File: src/periph_cfg.svh
//**********************************************************
// Peripheral configuration
// Bus widths, the peripheral address map and reset values
// shared by the decoder and the peripheral blocks
//**********************************************************

`ifndef PERIPH_CFG_SVH
`define PERIPH_CFG_SVH

// Host bus
`define PERIPH_ADDR_W 24
`define PERIPH_DATA_W 32

// Region field of the address, selects one peripheral
`define REGION_MSB 19
`define REGION_LSB 16

// Region codes
`define REGION_STATUS 4'd1
`define REGION_DSP    4'd2
`define REGION_PAD    4'd3
`define REGION_FLASH  4'd4

// Multiplier operand width
`define MUL_W 16

// Gamepad shift register length
`define PAD_BITS 16

// Flash data pins (quad IO)
`define FLASH_IO_W 4

// LED value after reset, red on
`define STATUS_RESET 2'b01

`endif

File: src/periph_pkg.sv
//**********************************************************
// Peripheral package
// Bus word type with the raw view and the decoded flash
// control view of the same write word
//**********************************************************

`default_nettype none

`include "periph_cfg.svh"

package periph_pkg;

    // Flash control word, bit 15 hands the pins to the CPU
    typedef struct packed {
        logic [`PERIPH_DATA_W-17:0] reserved_hi;
        logic                       active;
        logic [4:0]                 reserved_lo;
        logic                       csn;
        logic                       clk;
        logic [`FLASH_IO_W-1:0]     in_en;
        logic [`FLASH_IO_W-1:0]     in;
    } flash_ctrl_t;

    // Write word as seen by the peripherals
    typedef union packed {
        logic [`PERIPH_DATA_W-1:0] raw;
        flash_ctrl_t               flash_ctrl;
    } bus_word_t;

endpackage

`default_nettype wire

File: src/periph_bus_if.sv
//**********************************************************
// Peripheral bus interface
// Write word, register select and one-cycle write strobes
// from the address decoder to the peripherals
//**********************************************************

`default_nettype none
`timescale 1ns/1ps

interface periph_bus_if;

    periph_pkg::bus_word_t wdata;

    // Address bit 2, picks between two registers in a region
    logic reg_sel;

    // One strobe per region, high for a single cycle
    logic status_we;
    logic dsp_we;
    logic pad_we;
    logic flash_we;

    modport dec (
        output wdata, reg_sel, status_we, dsp_we, pad_we, flash_we
    );

    modport periph (
        input wdata, reg_sel, status_we, dsp_we, pad_we, flash_we
    );

endinterface

`default_nettype wire

File: src/board_io.sv
//**********************************************************
// Board IO
// Status LED register and a mock gamepad built from the
// three board buttons, read out through a shift register
//**********************************************************

`default_nettype none
`timescale 1ns/1ps

`include "periph_cfg.svh"

module board_io (
    input  logic         vdp_clk,
    input  logic         vdp_reset,

    periph_bus_if.periph bus,

    input  logic         btn_1,
    input  logic         btn_2,
    input  logic         btn_3,

    output logic         led_r,
    output logic         led_b,

    output logic         pad_bit
);

    logic [1:0]           status;
    logic                 pad_latch;
    logic                 pad_clk;
    logic                 pad_clk_r;
    logic                 pad_shift;
    logic [`PAD_BITS-1:0] pad_state;

    // LEDs
    always_ff @(posedge vdp_clk) begin
        if (vdp_reset) begin
            status <= `STATUS_RESET;
        end else if (bus.status_we) begin
            status <= bus.wdata.raw[1:0];
        end
    end

    assign led_r = status[0];
    assign led_b = status[1];

    // Pad control, both bits driven by software
    always_ff @(posedge vdp_clk) begin
        if (vdp_reset) begin
            pad_latch <= 1'b0;
            pad_clk   <= 1'b0;
            pad_clk_r <= 1'b0;
        end else begin
            if (bus.pad_we) begin
                pad_latch <= bus.wdata.raw[0];
                pad_clk   <= bus.wdata.raw[1];
            end
            pad_clk_r <= pad_clk;
        end
    end

    // Rising edge of the software pad clock
    assign pad_shift = pad_clk && !pad_clk_r;

    // B, right and left land where a real pad reports them
    always_ff @(posedge vdp_clk) begin
        if (pad_latch) begin
            pad_state <= {{(`PAD_BITS-8){1'b0}}, btn_1, btn_3, 5'b0, btn_2};
        end

        if (pad_shift) begin
            pad_state <= {1'b0, pad_state[`PAD_BITS-1:1]};
        end
    end

    assign pad_bit = pad_state[0];

    a_latch_or_shift: assert property (
        @(posedge vdp_clk) disable iff (vdp_reset)
        !(pad_latch && pad_shift)
    );

endmodule

`default_nettype wire

File: src/bus_decoder.sv
//**********************************************************
// Bus decoder
// Decodes the host address into peripheral write strobes,
// registers the read data by region and returns ready
//**********************************************************

`default_nettype none
`timescale 1ns/1ps

`include "periph_cfg.svh"

module bus_decoder (
    input  logic                         vdp_clk,
    input  logic                         vdp_reset,

    input  logic [`PERIPH_ADDR_W-1:0]    address,
    input  logic [`PERIPH_DATA_W-1:0]    write_data,
    input  logic [`PERIPH_DATA_W/8-1:0]  wstrb,
    input  logic                         valid,
    output logic                         ready,
    output logic [`PERIPH_DATA_W-1:0]    read_data,

    periph_bus_if.dec                    bus,

    input  logic [`PERIPH_DATA_W-1:0]    dsp_result,
    input  logic                         pad_bit,
    input  logic [`FLASH_IO_W-1:0]       flash_sample
);

    logic [`REGION_MSB-`REGION_LSB:0] region;
    logic                             accept;
    logic                             wr_accept;
    logic [`PERIPH_DATA_W-1:0]        read_mux;

    assign region = address[`REGION_MSB:`REGION_LSB];

    // Host keeps valid up through the ready cycle, so ready doubles as busy
    assign accept    = valid && !ready;
    assign wr_accept = accept && (|wstrb);

    assign bus.wdata   = periph_pkg::bus_word_t'(write_data);
    assign bus.reg_sel = address[2];

    assign bus.status_we = wr_accept && (region == `REGION_STATUS);
    assign bus.dsp_we    = wr_accept && (region == `REGION_DSP);
    assign bus.pad_we    = wr_accept && (region == `REGION_PAD);
    assign bus.flash_we  = wr_accept && (region == `REGION_FLASH);

    // Read source by region
    always_comb begin
        case (region)
            `REGION_DSP: begin
                read_mux = dsp_result;
            end
            `REGION_PAD: begin
                read_mux = {{(`PERIPH_DATA_W-1){1'b0}}, pad_bit};
            end
            `REGION_FLASH: begin
                read_mux = {{(`PERIPH_DATA_W-`FLASH_IO_W){1'b0}}, flash_sample};
            end
            default: begin
                // Status has no read-back, unmapped reads as zero
                read_mux = '0;
            end
        endcase
    end

    // Access completes the cycle after it was accepted
    always_ff @(posedge vdp_clk) begin
        if (vdp_reset) begin
            ready <= 1'b0;
        end else begin
            ready <= accept;
        end
    end

    always_ff @(posedge vdp_clk) begin
        if (accept) begin
            read_data <= read_mux;
        end
    end

    // Request held steady by the host until ready
    a_host_holds: assert property (
        @(posedge vdp_clk) disable iff (vdp_reset)
        valid && !ready |=> valid && $stable(address) && $stable(write_data)
            && $stable(wstrb)
    );

    // Valid dropped after ready, or the same request would be taken twice
    a_host_releases: assert property (
        @(posedge vdp_clk) disable iff (vdp_reset)
        ready |=> !valid
    );

endmodule

`default_nettype wire

File: src/flash_port.sv
//**********************************************************
// Flash port
// Bit-banged flash control register driving the flash pins,
// with a sampled copy of the flash data outputs
//**********************************************************

`default_nettype none
`timescale 1ns/1ps

`include "periph_cfg.svh"

module flash_port (
    input  logic                   vdp_clk,
    input  logic                   vdp_reset,

    periph_bus_if.periph           bus,

    input  logic [`FLASH_IO_W-1:0] flash_out,
    output logic [`FLASH_IO_W-1:0] flash_sample,

    output logic                   flash_clk,
    output logic                   flash_csn,
    output logic [`FLASH_IO_W-1:0] flash_in,
    output logic [`FLASH_IO_W-1:0] flash_in_en
);

    logic                   ctrl_active;
    logic                   ctrl_csn;
    logic                   ctrl_clk;
    logic [`FLASH_IO_W-1:0] ctrl_in_en;
    logic [`FLASH_IO_W-1:0] ctrl_in;

    always_ff @(posedge vdp_clk) begin
        if (vdp_reset) begin
            ctrl_active <= 1'b0;
            ctrl_csn    <= 1'b1;
            ctrl_clk    <= 1'b0;
            ctrl_in_en  <= '0;
        end else if (bus.flash_we) begin
            ctrl_active <= bus.wdata.flash_ctrl.active;
            ctrl_csn    <= bus.wdata.flash_ctrl.csn;
            ctrl_clk    <= bus.wdata.flash_ctrl.clk;
            ctrl_in_en  <= bus.wdata.flash_ctrl.in_en;
        end
    end

    // Data driven towards the flash data pins
    always_ff @(posedge vdp_clk) begin
        if (bus.flash_we) begin
            ctrl_in <= bus.wdata.flash_ctrl.in;
        end
    end

    // Pins idle with the chip deselected when software lets go
    assign flash_csn   = ctrl_active ? ctrl_csn : 1'b1;
    assign flash_clk   = ctrl_active ? ctrl_clk : 1'b0;
    assign flash_in_en = ctrl_active ? ctrl_in_en : '0;
    assign flash_in    = ctrl_active ? ctrl_in : '0;

    // Read-back of the data pins
    always_ff @(posedge vdp_clk) begin
        flash_sample <= flash_out;
    end

endmodule

`default_nettype wire

File: src/mul_unit.sv
//**********************************************************
// Multiplier unit
// Two operand registers and a registered signed product
//**********************************************************

`default_nettype none
`timescale 1ns/1ps

`include "periph_cfg.svh"

module mul_unit (
    input  logic                      vdp_clk,

    periph_bus_if.periph              bus,

    output logic [`PERIPH_DATA_W-1:0] dsp_result
);

    logic signed [`MUL_W-1:0] mul_a;
    logic signed [`MUL_W-1:0] mul_b;

    // Operand A at reg_sel 0, operand B at reg_sel 1
    always_ff @(posedge vdp_clk) begin
        if (bus.dsp_we && !bus.reg_sel) begin
            mul_a <= bus.wdata.raw[`MUL_W-1:0];
        end

        if (bus.dsp_we && bus.reg_sel) begin
            mul_b <= bus.wdata.raw[`MUL_W-1:0];
        end
    end

    // Product follows the operands with one cycle of latency
    always_ff @(posedge vdp_clk) begin
        dsp_result <= mul_a * mul_b;
    end

endmodule

`default_nettype wire

File: src/periph_top.sv
//**********************************************************
// Peripheral top level
// Host bus decoder plus LED, multiplier, gamepad and flash
// control peripherals behind plain board-level ports
//**********************************************************

`default_nettype none
`timescale 1ns/1ps

`include "periph_cfg.svh"

module periph_top (
    input  logic                         vdp_clk,
    input  logic                         vdp_reset,

    // Host bus
    input  logic [`PERIPH_ADDR_W-1:0]    address,
    input  logic [`PERIPH_DATA_W-1:0]    write_data,
    input  logic [`PERIPH_DATA_W/8-1:0]  wstrb,
    input  logic                         valid,
    output logic                         ready,
    output logic [`PERIPH_DATA_W-1:0]    read_data,

    // Board buttons and LEDs
    input  logic                         btn_1,
    input  logic                         btn_2,
    input  logic                         btn_3,
    output logic                         led_r,
    output logic                         led_b,

    // Flash pins
    output logic                         flash_clk,
    output logic                         flash_csn,
    output logic [`FLASH_IO_W-1:0]       flash_in,
    output logic [`FLASH_IO_W-1:0]       flash_in_en,
    input  logic [`FLASH_IO_W-1:0]       flash_out
);

    logic [`PERIPH_DATA_W-1:0] dsp_result;
    logic                      pad_bit;
    logic [`FLASH_IO_W-1:0]    flash_sample;

    periph_bus_if bus_if ();

    bus_decoder decoder (
        .vdp_clk      (vdp_clk),
        .vdp_reset    (vdp_reset),
        .address      (address),
        .write_data   (write_data),
        .wstrb        (wstrb),
        .valid        (valid),
        .ready        (ready),
        .read_data    (read_data),
        .bus          (bus_if.dec),
        .dsp_result   (dsp_result),
        .pad_bit      (pad_bit),
        .flash_sample (flash_sample)
    );

    mul_unit mul (
        .vdp_clk    (vdp_clk),
        .bus        (bus_if.periph),
        .dsp_result (dsp_result)
    );

    board_io board (
        .vdp_clk   (vdp_clk),
        .vdp_reset (vdp_reset),
        .bus       (bus_if.periph),
        .btn_1     (btn_1),
        .btn_2     (btn_2),
        .btn_3     (btn_3),
        .led_r     (led_r),
        .led_b     (led_b),
        .pad_bit   (pad_bit)
    );

    flash_port flash (
        .vdp_clk      (vdp_clk),
        .vdp_reset    (vdp_reset),
        .bus          (bus_if.periph),
        .flash_out    (flash_out),
        .flash_sample (flash_sample),
        .flash_clk    (flash_clk),
        .flash_csn    (flash_csn),
        .flash_in     (flash_in),
        .flash_in_en  (flash_in_en)
    );

endmodule

`default_nettype wire

File: config.mk
export PLATFORM = sky130hd
export DESIGN_NAME = periph_top
export DESIGN_NICKNAME = d
export VERILOG_FILES = /design/src/periph_pkg.sv /design/src/periph_bus_if.sv /design/src/board_io.sv /design/src/bus_decoder.sv /design/src/flash_port.sv /design/src/mul_unit.sv /design/src/periph_top.sv
export VERILOG_INCLUDE_DIRS = /design/src
export SDC_FILE = /design/constraint.sdc
export NUM_CORES = 1
export LEC_CHECK = 0
export BUFFER_PORTS_ARGS = -buffer_cell sky130_fd_sc_hd__buf_2
export CELL_PAD_IN_SITES_DETAIL_PLACEMENT = 0
export CELL_PAD_IN_SITES_GLOBAL_PLACEMENT = 1
export CORE_MARGIN = 5
export CORE_UTILIZATION = 30
export CTS_CLUSTER_SIZE = 25
export DETAILED_ROUTE_END_ITERATION = 6
export PLACE_DENSITY = 0.66
export RECOVER_POWER = 100
export SLEW_MARGIN = 20
export SYNTH_ARGS = -nofsm -noshare
export SYNTH_HDL_FRONTEND = slang
export SYNTH_SLANG_ARGS = --single-unit
File: constraint.sdc
create_clock -name vdp_clk -period 12.71 [get_ports vdp_clk]
set_input_delay 3.813 -clock vdp_clk [delete_from_list [all_inputs] [get_ports vdp_clk]]
set_output_delay 3.813 -clock vdp_clk [all_outputs]
set_load 0.01 [all_outputs]
Word-level counts from Yosys, hierarchy flattened
Index checks and enable logic that the tools add are counted.
- multipliers: 1
- equality and inequality tests: 4
- muxes and demuxes: 7
- reductions and logical operators: 14
- operators with widths (cell ; count):
    $pmux W32 S3 ; 1
    $mul A16 B16 Y32 ; 1
    $logic_and A1 B1 Y1 ; 9
    $eq A4 B2 Y1 const B ; 2
    $mux W4 ; 2
    $mux W8 ; 1
    $mux W7 ; 1
    $eq A4 B1 Y1 const B ; 1
    $eq A4 B3 Y1 const B ; 1
    $reduce_or A4 Y1 ; 1
    $logic_not A1 Y1 ; 3
    $mux W1 ; 2
    $reduce_bool A2 Y1 ; 1
- flip-flop bits (word level): 125
- input port bits: 70
- output and inout port bits: 45
- logic and storage cells: 43

Logic depth before layout (Yosys ltp)
- depth in word-level cells: 5
- depth in mapped cells: 24
- gate-level depth less buffers: 23

Hierarchy
From an unflattened synthesis, not the netlist that was laid out.
- cell total of the unflattened synthesis: 1365
- area, all modules: 14149.8 um^2
- by module, submodules not included (module ; times used ; cells each ; area an instance (um^2) ; sequential area each (um^2)):
    mul_unit ; 1 ; 1168 ; 11523.6 ; 1601.5
    bus_decoder ; 1 ; 123 ; 1604.0 ; 980.9
    flash_port ; 1 ; 41 ; 519.2 ; 340.3
    board_io ; 1 ; 33 ; 503.0 ; 340.3

Worst setup path before layout
Ideal clock, no wire load.
- path kind: register to register
- from: register mul.mul_a[15]
- to: register mul.dsp_result[31]
- data arrival time: 5727 ps
- setup slack: 6861 ps
- cell stages (with the launch flop): 22
- clock period less this slack: 5849 ps
- path through: edfxtp_1 > clkbuf_1 > nand2_1 > inv_1 > fa_1 > fa_1 > fa_1 > fa_1 > fa_1 > inv_1 > fa_1 > inv_1 > ha_1 > buf_2 > a21oi_2 > nand3_1 > a21oi_1 > o31ai_4 > o31ai_2 > o22ai_2 > mux2i_1 > a221o_1
- cells in the longest elaborated chain, start to end: 1
- ends and longest elaborated chain (element ; line ; RTL):
    from (decl) ; mul_unit.sv:19 ; logic signed [`MUL_W-1:0] mul_a;
    from (signal assigned) ; mul_unit.sv:25 ; mul_a <= bus.wdata.raw[`MUL_W-1:0];
    $mul A16 B16 Y32 ; mul_unit.sv:35 ; dsp_result <= mul_a * mul_b;
    to (signal assigned) ; mul_unit.sv:35 ;
    to (decl) ; mul_unit.sv:16 ; output logic [`PERIPH_DATA_W-1:0] dsp_result
No other way between the ends.
A chain may end at the register's enable or synchronous reset.

Worst setup path in the final report
- from: register mul.mul_a[11]
- to: register mul.dsp_result[31]
Same word-level chain as after synthesis.

==> results.ini <==
[outcome]
status = finished with violations
violations = max-capacitance violations, max-slew violations

[clock_tree]
cts.path.max_buffers = 2
htreeDepth = 4
cts_setup_buffers = 0
clock_latency_ps = 450
ctsHoldBuffers = 0
cts_made_buffers = 17
root_buffer = clkbuf_16
cts.sinks = 125
cts_resized = 0
cts_tree = done
path_clk_slew_ps = 60

[finish]
fin_nets = 1828
layout-drive-gt1-share_pct = 4.34
antennaDiodeCount = 0
area_growth_pct = 10.5

[power]
swShare_pct = 32.9
seq_power_share_pct = 34.3
p_clk_share_pct = 34.1
switching_power_uw = 473
vdd_drop_max_mv = 0.0772
power.total_mw = 1.44
power.density_nw_per_um2 = 93.2
p_leak_nw = 7.08
p_int_uw = 965
pwr-share-comb_pct = 31.6

[synth]
ys_types = 53
syn_area_um2 = 14000
synth_edf_count = 76
synth_most_common_cell = inv_1
ys_top_cells_by_area = fa_1 38%, edfxtp_1 16%, inv_1 8.7%
synth-seq-cells = 125
ys_warn_count = 0
yosysTopAreaCellShare_pct = 37.6
synth_largest_area_cell = fa_1
avgSynthCellArea_um2 = 10.3
synthCells = 1356
synth_seq_area_share_pct = 23.4
synth_commonest_cells = 322 x inv_1, 262 x fa_1, 166 x and2_1
ys.flop_type = edfxtp_1
ys_async_sr_fraction_pct = 0
synth.net_count = 1770

[timing]
worst_slew_pin_slew_ps = 2060
hold_ws_ps = 470
setup_viol = 0
rsz0062_at_grt = no
slew-limit-headroom_pct = -37.7
fmax_ghz = 0.142
period_minus_slack_ps = 7050
clock_skew_ps = 10.5
totalNegativeSetupSlack_ps = 0
maxSlewViolCount = 33
post-route-period-util_pct = 55.5
hold_viol_final = 0

[worst_setup_path]
critical-path-top-delay-family = adder cells
r2r_start = mul.mul_a[11]$_DFFE_PP_
worst_ep_arrival_time_ps = 7370
required_ps = 13030
critPathKind = reg2reg
path_cells = nand2_1 -> fa_1 -> fa_1 -> fa_1 -> inv_1 -> fa_1 -> fa_1 -> inv_1 -> fa_1 -> inv_1 -> ha_1 -> a211oi_1 -> o211ai_1 -> nand3_1 -> o31ai_1 -> o31ai_1 -> o22ai_1 -> mux2i_1 -> a221o_1
r2r-end = mul.dsp_result[31]$_DFF_P_
cp_max_fo = 16
end_kind = flip-flop
critPathBufInv = 3
worst_setup_path_start_kind = flip-flop
cp_slowest_cell = edfxtp_1
cp-startpoint = mul.mul_a[11]$_DFFE_PP_
worst_path_most_repeated_cell = fa_1
rrSetupSlack_ps = 5660
max_stage_delay_ps = 840
reg2reg_depth = 19

[global_routing]
first_global_vias = 10000
grt_pass1_wl_mm = 52.5
grtUsageTotal_pct = 13.2
antenna_found_initial = 0
grt-ovfl-total = 0
grt_max_degree = 33

[die]
rows = 79
io_pins = 115
core-area_um2 = 46300
die_area_um2 = 51000
start_util_pct = 30.2
die_h_um = 226
die_w_um = 226

[route]
route.antenna.remaining_nets = 0
viasPerCell = 4.41
drt_iter0_markers = 355
wl_per_cell_um = 15.2
num_vias = 8974
drt_drc_violations_left = 0
dr.pass1.iters = 5
totalWireLength_mm = 30.9

[hold_path]
min_path_cells = 1
hold_path_class = reg2reg
worstHoldEndpoint = board.status[0]$_SDFFE_PP1P_
min-delay-start = board.status[0]$_SDFFE_PP1P_

[placement]
place.gp.congestion = 0.793
hpwl_mm = 24.4
io_buffers = 79

[run]
drv_cap = 1

sequential cells by signal, summed over array words and instances (netlist names), 2 cells and up:
name and flops:
mul.mul_a 16, flash.flash_sample 4, flash.ctrl_in_en 4, board.pad_state 8, board.status 2, mul.dsp_result 32
decoder.read_data 32, flash.ctrl_in 4, mul.mul_b 16
worst max-delay path by stage:
stage | slack [ps] | cells past startpoint | to
final | 5660 | 19 | mul.dsp_result[31]$_DFF_P_
after global routing | 5200 | 19 | mul.dsp_result[31]$_DFF_P_
after CTS | 5950 | 19 | mul.dsp_result[31]$_DFF_P_
after detailed placement | 6010 | 19 | mul.dsp_result[31]$_DFF_P_
after global placement | 6040 | 19 | mul.dsp_result[31]$_DFF_P_
after floorplan | 6860 | 21 | mul.dsp_result[31]$_DFF_P_
stage by stage:
step	instances	area, µm²	setup slack [ps]	util [%]
floorplan	1356	14000	6860	-
global placement	2002	15000	6040	32.4
detailed placement	2002	15000	6010	32.4
CTS	2034	15600	5950	33.6
global route	2034	15400	5200	33.4
finish	2034	15400	5660	33.4
layout make-up:
cell class | instances | area (µm²)
fillers | 4822 | 30800
multi-input cells | 866 | 9270
flip-flops and latches | 125 | 3260
inverters | 322 | 1210
well taps | 607 | 759
clock buffers | 19 | 464
repair buffers | 82 | 335
clock inverters | 13 | 128
power groups by stage:
| stage | clock network (mW) | registers [mW] | logic, mW |
|---|---|---|---|
| after floorplan | 0 | 0.500 | 0.364 |
| after global placement | 0 | 0.503 | 0.469 |
| after detailed placement | 0 | 0.503 | 0.475 |
| after CTS | 0.509 | 0.494 | 0.478 |
| after global routing | 0.525 | 0.498 | 0.528 |
| final | 0.490 | 0.493 | 0.454 |
cells in the final DEF, fill, tap and decap left out, types with 6 or more instances in the layout:
cell type  netlist  routed
a21oi_1         20      20
and2_0           0      33
and2_1         166     133
buf_2            2      22
clkbuf_1        40      60
clkbuf_16        0      18
dfxtp_1         49      49
edfxtp_1        76      76
fa_1           262     262
ha_1            82      82
inv_1          322     322
mux2i_1         10      10
nand2_1        126     126
nand2b_1        10      10
nand3_1          9      10
nor2_1          49      50
nor2b_1         11      11
o21ai_0         11      15
o21bai_1         7       7
xnor2_1         28      28
xor2_1           6       6
worst reg2reg max path, cell delays in order, from the launching register on:
cell      delay, ps
edfxtp_1        840
nand2_1         180
fa_1            540
fa_1            520
fa_1            510
inv_1            50
fa_1            490
fa_1            490
inv_1            50
fa_1            470
inv_1            40
ha_1            360
a211oi_1        380
o211ai_1        230
nand3_1         260
o31ai_1         180
o31ai_1         640
o22ai_1         220
mux2i_1         170
a221o_1         300
cells by family after synthesis:
group | count (synthesis) | synth area share [%]
fa+ha+maj | 344 | 44.9
compound gates | 82 | 4.30
buf+inv | 365 | 9.88
mux | 12 | 0.878
simple gates | 394 | 14.5
xor+xnor | 34 | 2.13
flops | 125 | 23.4
metal layers:
| layer | wire (µm) | vias to the layer above | part of all wire (%) | global-route usage [%] |
|---|---|---|---|---|
| met4 | 435 | 0 | 1.4 | 3.14 |
| met5 | 0 | - | 0 | 0 |
| li1 | - | 4178 | - | - |
| met2 | 15600 | 120 | 51 | 23.2 |
| met1 | 13700 | 4650 | 44 | 16.7 |
| met3 | 1070 | 26 | 3.5 | 2.72 |
No activity file was read; power rests on OpenSTA's default activity.
